**src/logic/cpu_defines.svh**
```systemverilog
`ifndef CPU_DEFINES_SVH
`define CPU_DEFINES_SVH

// ========================================
// Core constants
// ========================================

// Address of the first instruction fetched after reset.
`define CPU_RESET_PC 32'h1c00_0000

// Number of architectural general registers.
`define CPU_NUM_REGS 32

`define CPU_LINK_REG 5'd1  // Register written by bl.

`endif

```
**src/logic/isa_pkg.sv**
```systemverilog
`default_nettype none

package isa_pkg;

    // ALU operations.
    typedef enum logic [3:0] {
        alu_add  = 4'd0,
        alu_sub  = 4'd1,
        alu_slt  = 4'd2,
        alu_sltu = 4'd3,
        alu_and  = 4'd4,
        alu_nor  = 4'd5,
        alu_or   = 4'd6,
        alu_xor  = 4'd7,
        alu_sll  = 4'd8,
        alu_srl  = 4'd9,
        alu_sra  = 4'd10,
        alu_lui  = 4'd11
    } alu_op_e;

    // ========================================
    // Instruction formats
    // ========================================

    typedef struct packed {
        logic [5:0] op_31_26;
        logic [3:0] op_25_22;
        logic [1:0] op_21_20;
        logic [4:0] op_19_15;
        logic [4:0] rk;  // Also the ui5 shift amount.
        logic [4:0] rj;
        logic [4:0] rd;
    } fmt_r3_t;

    typedef struct packed {
        logic [9:0]  op_31_22;
        logic [11:0] si12;
        logic [4:0]  rj;
        logic [4:0]  rd;
    } fmt_ri12_t;

    typedef struct packed {
        logic [6:0]  op_31_25;
        logic [19:0] si20;
        logic [4:0]  rd;
    } fmt_ri20_t;

    typedef struct packed {
        logic [5:0]  op_31_26;
        logic [15:0] offs16;
        logic [4:0]  rj;
        logic [4:0]  rd;
    } fmt_ri16_t;

    // The 26-bit offset is split, with the high part in the low bits.
    typedef struct packed {
        logic [5:0]  op_31_26;
        logic [15:0] offs_lo;
        logic [9:0]  offs_hi;
    } fmt_i26_t;

    typedef union packed {
        fmt_r3_t   r3;
        fmt_ri12_t ri12;
        fmt_ri20_t ri20;
        fmt_ri16_t ri16;
        fmt_i26_t  i26;
    } inst_t;

endpackage

`default_nettype wire

```
**src/logic/core_pkg.sv**
```systemverilog
`default_nettype none

package core_pkg;

    typedef enum logic [2:0] {
        s_if  = 3'd0,
        s_id  = 3'd1,
        s_exe = 3'd2,
        s_mem = 3'd3,
        s_wb  = 3'd4
    } state_e;

    // Decoded control for one instruction.
    typedef struct packed {
        isa_pkg::alu_op_e alu_op;
        logic             src1_is_pc;
        logic             src2_is_imm;
        logic             is_load;
        logic             is_store;
        logic             is_cond_branch;
        logic             is_jump_reg;     // jirl
        logic             is_jump;         // b and bl
        logic             branch_on_eq;
        logic             gr_we;
        logic [4:0]       dest;
        logic [4:0]       raddr2;          // rk, or rd for stores and branches.
    } ctrl_t;

    // One register write event.
    typedef struct packed {
        logic [31:0] pc;
        logic        rf_we;
        logic [4:0]  rf_wnum;
        logic [31:0] rf_wdata;
    } trace_t;

endpackage

`default_nettype wire

```
**src/logic/alu.sv**
```systemverilog
`default_nettype none

module alu (
    input  isa_pkg::alu_op_e alu_op,
    input  logic [31:0]      src1,
    input  logic [31:0]      src2,
    output logic [31:0]      result
);

    logic [4:0]  shamt;
    logic [32:0] diff;
    logic        lt_signed;
    logic        lt_unsigned;

    assign shamt = src2[4:0];

    // One subtractor serves sub, slt and sltu.
    assign diff        = {1'b0, src1} - {1'b0, src2};
    assign lt_unsigned = diff[32];
    assign lt_signed   = (src1[31] != src2[31]) ? src1[31] : diff[31];

    always_comb begin
        case (alu_op)
            isa_pkg::alu_add:  result = src1 + src2;
            isa_pkg::alu_sub:  result = diff[31:0];
            isa_pkg::alu_slt:  result = {31'd0, lt_signed};
            isa_pkg::alu_sltu: result = {31'd0, lt_unsigned};
            isa_pkg::alu_and:  result = src1 & src2;
            isa_pkg::alu_nor:  result = ~(src1 | src2);
            isa_pkg::alu_or:   result = src1 | src2;
            isa_pkg::alu_xor:  result = src1 ^ src2;
            isa_pkg::alu_sll:  result = src1 << shamt;
            isa_pkg::alu_srl:  result = src1 >> shamt;
            isa_pkg::alu_sra:  result = $signed(src1) >>> shamt;
            isa_pkg::alu_lui:  result = src2;  // Immediate is already shifted.
            default:           result = 32'd0;
        endcase
    end

endmodule

`default_nettype wire

```
**src/logic/inst_decoder.sv**
```systemverilog
`default_nettype none

`include "cpu_defines.svh"

module inst_decoder (
    input  isa_pkg::inst_t  inst,
    output core_pkg::ctrl_t ctrl,
    output logic [31:0]     imm,
    output logic [31:0]     br_offs,
    output logic [31:0]     jirl_offs
);

    logic        op_zero;
    logic        reg3_grp;
    logic        shift_grp;
    logic [15:0] offs16;
    logic [25:0] offs26;

    assign op_zero   = (inst.r3.op_31_26 == 6'h00);
    assign reg3_grp  = op_zero && (inst.r3.op_25_22 == 4'h0) && (inst.r3.op_21_20 == 2'h1);
    assign shift_grp = op_zero && (inst.r3.op_25_22 == 4'h1) && (inst.r3.op_21_20 == 2'h0);
    assign offs16    = inst.ri16.offs16;
    assign offs26    = {inst.i26.offs_hi, inst.i26.offs_lo};

    // ========================================
    // Opcode match
    // ========================================

    always_comb begin
        ctrl        = '0;
        ctrl.alu_op = isa_pkg::alu_add;
        ctrl.dest   = inst.r3.rd;
        ctrl.raddr2 = inst.r3.rk;
        imm         = {{20{inst.ri12.si12[11]}}, inst.ri12.si12};
        if (reg3_grp) begin
            ctrl.gr_we = 1'b1;
            case (inst.r3.op_19_15)
                5'h00:   ctrl.alu_op = isa_pkg::alu_add;
                5'h02:   ctrl.alu_op = isa_pkg::alu_sub;
                5'h04:   ctrl.alu_op = isa_pkg::alu_slt;
                5'h05:   ctrl.alu_op = isa_pkg::alu_sltu;
                5'h08:   ctrl.alu_op = isa_pkg::alu_nor;
                5'h09:   ctrl.alu_op = isa_pkg::alu_and;
                5'h0a:   ctrl.alu_op = isa_pkg::alu_or;
                5'h0b:   ctrl.alu_op = isa_pkg::alu_xor;
                default: ctrl.gr_we  = 1'b0;
            endcase
        end else if (shift_grp) begin
            ctrl.gr_we       = 1'b1;
            ctrl.src2_is_imm = 1'b1;
            imm              = {27'd0, inst.r3.rk};  // The rk slot holds ui5 here.
            case (inst.r3.op_19_15)
                5'h01:   ctrl.alu_op = isa_pkg::alu_sll;
                5'h09:   ctrl.alu_op = isa_pkg::alu_srl;
                5'h11:   ctrl.alu_op = isa_pkg::alu_sra;
                default: ctrl.gr_we  = 1'b0;
            endcase
        end else if (op_zero && (inst.r3.op_25_22 == 4'ha)) begin
            ctrl.gr_we       = 1'b1;  // addi.w
            ctrl.src2_is_imm = 1'b1;
        end else if (inst.ri20.op_31_25 == 7'b0001010) begin
            ctrl.gr_we       = 1'b1;  // lu12i.w
            ctrl.src2_is_imm = 1'b1;
            ctrl.alu_op      = isa_pkg::alu_lui;
            imm              = {inst.ri20.si20, 12'd0};
        end else if ((inst.r3.op_31_26 == 6'h0a) && (inst.r3.op_25_22 == 4'h2)) begin
            ctrl.gr_we       = 1'b1;  // ld.w
            ctrl.src2_is_imm = 1'b1;
            ctrl.is_load     = 1'b1;
        end else if ((inst.r3.op_31_26 == 6'h0a) && (inst.r3.op_25_22 == 4'h6)) begin
            ctrl.src2_is_imm = 1'b1;  // st.w
            ctrl.is_store    = 1'b1;
            ctrl.raddr2      = inst.r3.rd;
        end else begin
            case (inst.r3.op_31_26)
                6'h13: begin
                    ctrl.is_jump_reg = 1'b1;
                    ctrl.gr_we       = 1'b1;
                    ctrl.src1_is_pc  = 1'b1;
                    ctrl.src2_is_imm = 1'b1;
                    imm              = 32'd4;
                end
                6'h14: ctrl.is_jump = 1'b1;
                6'h15: begin
                    ctrl.is_jump     = 1'b1;
                    ctrl.gr_we       = 1'b1;
                    ctrl.src1_is_pc  = 1'b1;
                    ctrl.src2_is_imm = 1'b1;
                    ctrl.dest        = `CPU_LINK_REG;
                    imm              = 32'd4;
                end
                6'h16, 6'h17: begin
                    ctrl.is_cond_branch = 1'b1;
                    ctrl.branch_on_eq   = ~inst.r3.op_31_26[0];  // beq is even, bne odd.
                    ctrl.raddr2         = inst.r3.rd;
                end
                default: ctrl.gr_we = 1'b0;
            endcase
        end
    end

    // Branch offsets are word offsets.
    assign br_offs   = ctrl.is_jump ? {{4{offs26[25]}}, offs26, 2'b00}
                                    : {{14{offs16[15]}}, offs16, 2'b00};
    assign jirl_offs = {{14{offs16[15]}}, offs16, 2'b00};

    always_comb begin
        a_one_class: assert ($onehot0({ctrl.is_load, ctrl.is_store, ctrl.is_cond_branch,
                                       ctrl.is_jump_reg, ctrl.is_jump}));
    end

endmodule

`default_nettype wire

```
**src/logic/mycpu_top.sv**
```systemverilog
`default_nettype none

`include "cpu_defines.svh"

module mycpu_top (
    input  logic             clk,
    input  logic             reset,
    output logic [31:0]      inst_sram_addr,
    input  logic [31:0]      inst_sram_rdata,
    output logic             data_sram_en,
    output logic             data_sram_we,
    output logic [31:0]      data_sram_addr,
    output logic [31:0]      data_sram_wdata,
    input  logic [31:0]      data_sram_rdata,
    output core_pkg::trace_t debug_wb
);

    core_pkg::state_e state;
    core_pkg::state_e state_next;

    logic [31:0]     pc;
    logic [31:0]     next_pc;
    logic [31:0]     next_pc_q;
    isa_pkg::inst_t  inst;
    isa_pkg::inst_t  inst_q;
    core_pkg::ctrl_t ctrl;
    core_pkg::ctrl_t ctrl_q;
    logic [31:0]     imm;
    logic [31:0]     br_offs;
    logic [31:0]     jirl_offs;

    logic [31:0] rj_value;
    logic [31:0] rkd_value;
    logic        rj_eq_rd;
    logic [31:0] src1_q;
    logic [31:0] src2_q;
    logic [31:0] rkd_q;
    logic [31:0] alu_result;
    logic [31:0] alu_result_q;
    logic        rf_we;
    logic [31:0] rf_wdata;

    // ========================================
    // Fetch and decode
    // ========================================

    assign inst_sram_addr = pc;

    // The SRAM word is live in s_id; later states see the latched copy.
    assign inst = (state == core_pkg::s_id) ? inst_sram_rdata : inst_q;

    inst_decoder u_inst_decoder (
        .inst      (inst),
        .ctrl      (ctrl),
        .imm       (imm),
        .br_offs   (br_offs),
        .jirl_offs (jirl_offs)
    );

    regfile u_regfile (
        .clk    (clk),
        .raddr1 (inst.r3.rj),
        .rdata1 (rj_value),
        .raddr2 (ctrl.raddr2),
        .rdata2 (rkd_value),
        .we     (rf_we),
        .waddr  (ctrl_q.dest),
        .wdata  (rf_wdata)
    );

    assign rj_eq_rd = (rj_value == rkd_value);

    always_comb begin
        next_pc = pc + 32'd4;
        if (ctrl.is_jump) begin
            next_pc = pc + br_offs;
        end else if (ctrl.is_jump_reg) begin
            next_pc = rj_value + jirl_offs;
        end else if (ctrl.is_cond_branch && (rj_eq_rd == ctrl.branch_on_eq)) begin
            next_pc = pc + br_offs;
        end
    end

    // ========================================
    // State machine and PC
    // ========================================

    always_comb begin
        case (state)
            core_pkg::s_if:  state_next = core_pkg::s_id;
            core_pkg::s_id:  begin
                // b, beq, bne and unknown words finish here.
                state_next = (ctrl.gr_we || ctrl.is_store) ? core_pkg::s_exe : core_pkg::s_if;
            end
            core_pkg::s_exe: begin
                state_next = (ctrl_q.is_load || ctrl_q.is_store) ? core_pkg::s_mem
                                                                 : core_pkg::s_wb;
            end
            core_pkg::s_mem: state_next = ctrl_q.is_load ? core_pkg::s_wb : core_pkg::s_if;
            default:         state_next = core_pkg::s_if;
        endcase
    end

    always_ff @(posedge clk) begin
        if (reset) begin
            state <= core_pkg::s_if;
            pc    <= `CPU_RESET_PC;
        end else begin
            state <= state_next;
            if (state_next == core_pkg::s_if) begin
                pc <= (state == core_pkg::s_id) ? next_pc : next_pc_q;  // Last cycle.
            end
        end
    end

    // Operand and result latches.
    always_ff @(posedge clk) begin
        if (state == core_pkg::s_id) begin
            inst_q    <= inst_sram_rdata;
            ctrl_q    <= ctrl;
            next_pc_q <= next_pc;
            src1_q    <= ctrl.src1_is_pc ? pc : rj_value;
            src2_q    <= ctrl.src2_is_imm ? imm : rkd_value;
            rkd_q     <= rkd_value;
        end
        if (state == core_pkg::s_exe) begin
            alu_result_q <= alu_result;
        end
    end

    alu u_alu (
        .alu_op (ctrl_q.alu_op),
        .src1   (src1_q),
        .src2   (src2_q),
        .result (alu_result)
    );

    // ========================================
    // Memory and writeback
    // ========================================

    assign data_sram_en    = (state == core_pkg::s_mem) && (ctrl_q.is_load || ctrl_q.is_store);
    assign data_sram_we    = (state == core_pkg::s_mem) && ctrl_q.is_store;
    assign data_sram_addr  = alu_result_q;
    assign data_sram_wdata = rkd_q;

    assign rf_we    = (state == core_pkg::s_wb) && ctrl_q.gr_we && (ctrl_q.dest != 5'd0);
    assign rf_wdata = ctrl_q.is_load ? data_sram_rdata : alu_result_q;  // Load data is live.

    assign debug_wb = '{pc: pc, rf_we: rf_we, rf_wnum: ctrl_q.dest, rf_wdata: rf_wdata};

    a_state_legal: assert property (@(posedge clk) disable iff (reset)
        state inside {core_pkg::s_if, core_pkg::s_id, core_pkg::s_exe,
                      core_pkg::s_mem, core_pkg::s_wb});

    // A store is the last step of its instruction.
    a_store_in_mem: assert property (@(posedge clk) disable iff (reset)
        data_sram_we |-> (state == core_pkg::s_mem) ##1 (state == core_pkg::s_if));

    a_trace_in_wb: assert property (@(posedge clk) disable iff (reset)
        debug_wb.rf_we |-> (state == core_pkg::s_wb) ##1 (state == core_pkg::s_if));

endmodule

`default_nettype wire

```
**src/logic/regfile.sv**
```systemverilog
`default_nettype none

`include "cpu_defines.svh"

module regfile (
    input  logic        clk,
    input  logic [4:0]  raddr1,
    output logic [31:0] rdata1,
    input  logic [4:0]  raddr2,
    output logic [31:0] rdata2,
    input  logic        we,
    input  logic [4:0]  waddr,
    input  logic [31:0] wdata
);

    logic [31:0] regs [`CPU_NUM_REGS];

    always_ff @(posedge clk) begin
        if (we && (waddr != 5'd0)) begin
            regs[waddr] <= wdata;
        end
        regs[0] <= 32'd0;  // Entry 0 is cleared on every clock.
    end

    assign rdata1 = regs[raddr1];
    assign rdata2 = regs[raddr2];

    a_r0_zero: assert property (@(posedge clk) (raddr1 == 5'd0) |-> (rdata1 == 32'd0));

endmodule

`default_nettype wire
```
**config.mk**
```make
export PLATFORM = sky130hd
export DESIGN_NAME = mycpu_top
export DESIGN_NICKNAME = d
export VERILOG_FILES = /design/src/logic/isa_pkg.sv /design/src/logic/core_pkg.sv /design/src/logic/alu.sv /design/src/logic/inst_decoder.sv /design/src/logic/mycpu_top.sv /design/src/logic/regfile.sv
export VERILOG_INCLUDE_DIRS = /design/src /design/src/logic
export SDC_FILE = /design/constraint.sdc
export NUM_CORES = 2
export LEC_CHECK = 0
export BUFFER_PORTS_ARGS = -buffer_cell sky130_fd_sc_hd__buf_2
export CORE_MARGIN = 3
export CORE_UTILIZATION = 30
export CTS_CLUSTER_SIZE = 8
export DETAILED_ROUTE_END_ITERATION = 7
export SETUP_SLACK_MARGIN = 0.4
export SLEW_MARGIN = 0
export SYNTH_ARGS = -nofsm -noshare
export SYNTH_HDL_FRONTEND = slang
export SYNTH_SLANG_ARGS = --single-unit
```
**constraint.sdc**
```tcl
create_clock -name clk -period 15.44 [get_ports clk]
set_input_delay 3.088 -clock clk [delete_from_list [all_inputs] [get_ports clk]]
set_output_delay 3.088 -clock clk [all_outputs]
set_load 0.005 [all_outputs]
```
==> flow_summary_export.csv <==
group,metric,value,unit
run_status,violations,"design-rule violations",
clock_tree,cts_buffer_depth,3,
yosys,syn-cell-area,0.0700,mm2
sta,rsz0062_at_grt,"false",
clock_tree,post_cts_buffers,0,
routing,drt_iter0_markers,10000,
clock_tree,cts_tree,"built",
routing,vias,62400,
yosys,netlist.area_leader.share,0.486,
critical_path,crit_type,"primary input to flip-flop",
cells_and_area,area_growth,13.6,%
pwr,p_sw_frac,0.392,
global_routing,grt_max_degree,153,
yosys,syn_nets,7126,
sta,setup-violations-final,0,
pwr,p_clk_frac,0.306,
yosys,synth_edf_count,1132,
global_routing,grt_use_total,0.261,
sta,fin_crit_sh,0.677,
sta,layout_setup_ws,4.99,ns
pwr,seqPwrFrac,0.338,
floorplanning,die_h,489,um
global_routing,grt_pass1_wl,447,mm
routing,totalWireLength,324,mm
cells_and_area,final_cell_mix,"nand2_1 (1436), edfxtp_1 (1132), mux2i_1 (463), nand3_1 (446), a21oi_1 (318)",
floorplanning,start_util,0.303,
critical_path,arrival,11.11,ns
floorplanning,die_x,489,um
sta,slew_viol_final,0,
flow_run,cap_violations,0,
clock_tree,cts_buffers,173,
floorplanning,ios,234,
yosys,ys_seq_area_frac,0.514,
routing,first_pass_iters,8,
clock_tree,ctsHoldBuffers,0,
pwr,static-leakage-power,29.1,nW
pwr,power_switching,0.00457,W
cells_and_area,fillers,22800,
yosys,ys_warn_count,0,
routing,drcViolationCount,3,
clock_tree,cts_sinks,1231,
sta,tightest_slew,1.31,ns
pwr,p_int,0.00710,W
sta,hold_ws,0.441,ns
cells_and_area,fin_util,0.344,
sta,min_period,10.45,ns
pwr,pwr-share-comb,0.356,
worst_hold_path,hold_path.class,"flip-flop to flip-flop",
yosys,avgSynthCellArea,10.1,um2
place,hpwl,211,mm
pwr,power,0.0117,W
yosys,ys_ff_latch,1231,
floorplanning,core,0.231,mm2
critical_path,setup.worst_path.end_class,"flip-flop",
yosys,synth_ff_type,"edfxtp_1",
clock_tree,htreeDepth,4,
place,io_buffers,233,
floorplanning,die_area,0.239,mm2
global_routing,grt_pass1_vias,57500,
clock_tree,clk_pin_slew,0.05,ns
sta,setup_tns,0,ns
sta,hold_viol,0,
yosys,syn_inst,6899,
critical_path,worst_ep_required_time,16.11,ns
yosys,synthTopCellsByArea,"edfxtp_1 (49%), nand2_1 (7.7%), mux2i_1 (6.7%)",
clock_tree,cts_resized,0,
cells_and_area,drive_gt1_frac,0.117,
yosys,synth.largest_area_cell,"edfxtp_1",
clock_tree,cts-root-buf,"clkbuf_16",
sta,fmax,95.7,MHz
critical_path,critPathLaunchType,"primary input",
routing,vias_per_cell,6.20,
routing,final_antenna_net_count,0,
pwr,powerDensity,147,mW/mm2
floorplanning,num_rows,176,
place,preCtsSetupSlack,4.68,ns
critical_path,crit_fanout,110,
sta,relSlewSlack,0.123,
run_status,status,"complete, but fails checks",
global_routing,overflow,0,
cells_and_area,nets,7210,
yosys,ys_types,110,
yosys,async_reset_ff_frac,0,
pwr,vdd_ir_drop_max,0.109,mV
sta,fin_worst_skew,0.0886,ns
global_routing,antenna_found_initial,30,
cells_and_area,layout_commonest_cell,"nand2_1",
routing,wire_per_inst,32.1,um
place,gp_congestion,0.986,
clock_tree,insertion_delay,0.86,ns
-- power by group through the flow --
stage / Clock, W / Sequential [W] / Combinational [W]
finish: 0.00357 / 0.00395 / 0.00416
detailed placement: 0 / 0.00401 / 0.00397
global route: 0.00374 / 0.00395 / 0.00433
floorplan: 0 / 0.00393 / 0.00245
global placement: 0 / 0.00401 / 0.00396
CTS: 0.00358 / 0.00394 / 0.00399
-- cells in the mapped netlist, types with 25 or more instances --
master,count
a211oi_1,70
a21o_1,26
a21oi_1,320
a221o_1,42
a221oi_1,38
a22oi_1,35
a311oi_1,86
a31oi_1,90
a32oi_1,40
and3_1,99
buf_1,79
buf_2,109
buf_4,66
clkbuf_1,240
dfxtp_1,99
edfxtp_1,1132
ha_1,156
inv_1,180
mux2_2,57
mux2i_1,466
nand2_1,1439
nand3_1,446
nand4_1,63
nor2_1,329
nor3_1,69
nor4_1,33
o2111ai_1,35
o211ai_1,62
o21ai_0,277
o21bai_1,25
o221ai_1,38
o22ai_1,92
xnor2_1,53
xor2_1,36
-- cell type report --
cell class              count  area [um2]  area share
diodes                     19        47.5    0.000598
well taps                3026        3790      0.0476
clock buffers             206        4470      0.0563
multi-input cells        4967       31400       0.395
flip-flops and latches   1231       36000       0.453
repair buffers            419        2680      0.0337
clock inverters            17         418     0.00526
inverters                 191         742     0.00934
-- per-stage QoR --
| stage | instances | area [um2] |
|---|---|---|
| 2_1_floorplan | 6899 | 70000 |
| 3_3_place_gp | 9834 | 74500 |
| 3_5_place_dp | 9834 | 74500 |
| 4_1_cts | 10100 | 79400 |
| 5_1_grt | 10100 | 79400 |
| 6_report | 10100 | 79500 |
-- sequential cells by signal, indices dropped and copies added (netlist names) --
| register | flops |
|---|---|
| state | 3 |
| next_pc_q | 32 |
| u_regfile.regs | 992 |
| inst_q | 32 |
| debug_wb | 5 |
| ctrl_q | 7 |
| data_sram_wdata | 32 |
| data_sram_addr | 32 |
| inst_sram_addr | 32 |
| src2_q | 32 |
| src1_q | 32 |
-- layer usage --
metal / vias to the layer above / GRT usage / routed length, um
li1: 26000 / - / -
met1: 30700 / 0.331 / 119000
met2: 4791 / 0.389 / 140000
met3: 1001 / 0.0779 / 41700
met4: 10 / 0.162 / 23100
met5: - / 0 / 165
-- worst paths after layout --
kind / end / cells past startpoint / startpoint / slack (ns)
max: inst_sram_addr[31] / 18 / inst_sram_rdata[30] / 4.99
min: next_pc_q[29] / 2 / next_pc_q[29] / 0.44
max reg2reg: inst_sram_addr[31] / 22 / state[0] / 5.31
min reg2reg: next_pc_q[29] / 2 / next_pc_q[29] / 0.44
-- logic make-up after synthesis --
family / count (synthesis) / share of synthesized area
XOR/XNOR: 89 / 0.0111
buffers and inverters: 701 / 0.0450
AO/OA/AOI/OAI: 1528 / 0.151
flip-flops: 1231 / 0.514
adder cells (fa/ha/maj): 161 / 0.0293
multiplexers: 552 / 0.0841
AND/OR/NAND/NOR: 2637 / 0.166
-- critical path, cell delays in order --
cell,delay (ns)
buf_2,0.12
nor4bb_1,0.91
mux2i_1,0.48
o21ai_2,0.24
buf_4,0.39
o211a_4,0.79
buf_12,0.60
nor2_1,0.50
a22oi_1,0.29
nand4b_1,0.81
xor2_1,0.39
nand3_1,0.11
or4_4,0.47
nor3_2,0.31
o21ai_4,0.20
nor2_2,0.54
a221oi_1,0.24
o41ai_1,0.40
(Power assumes the default switching activity.)
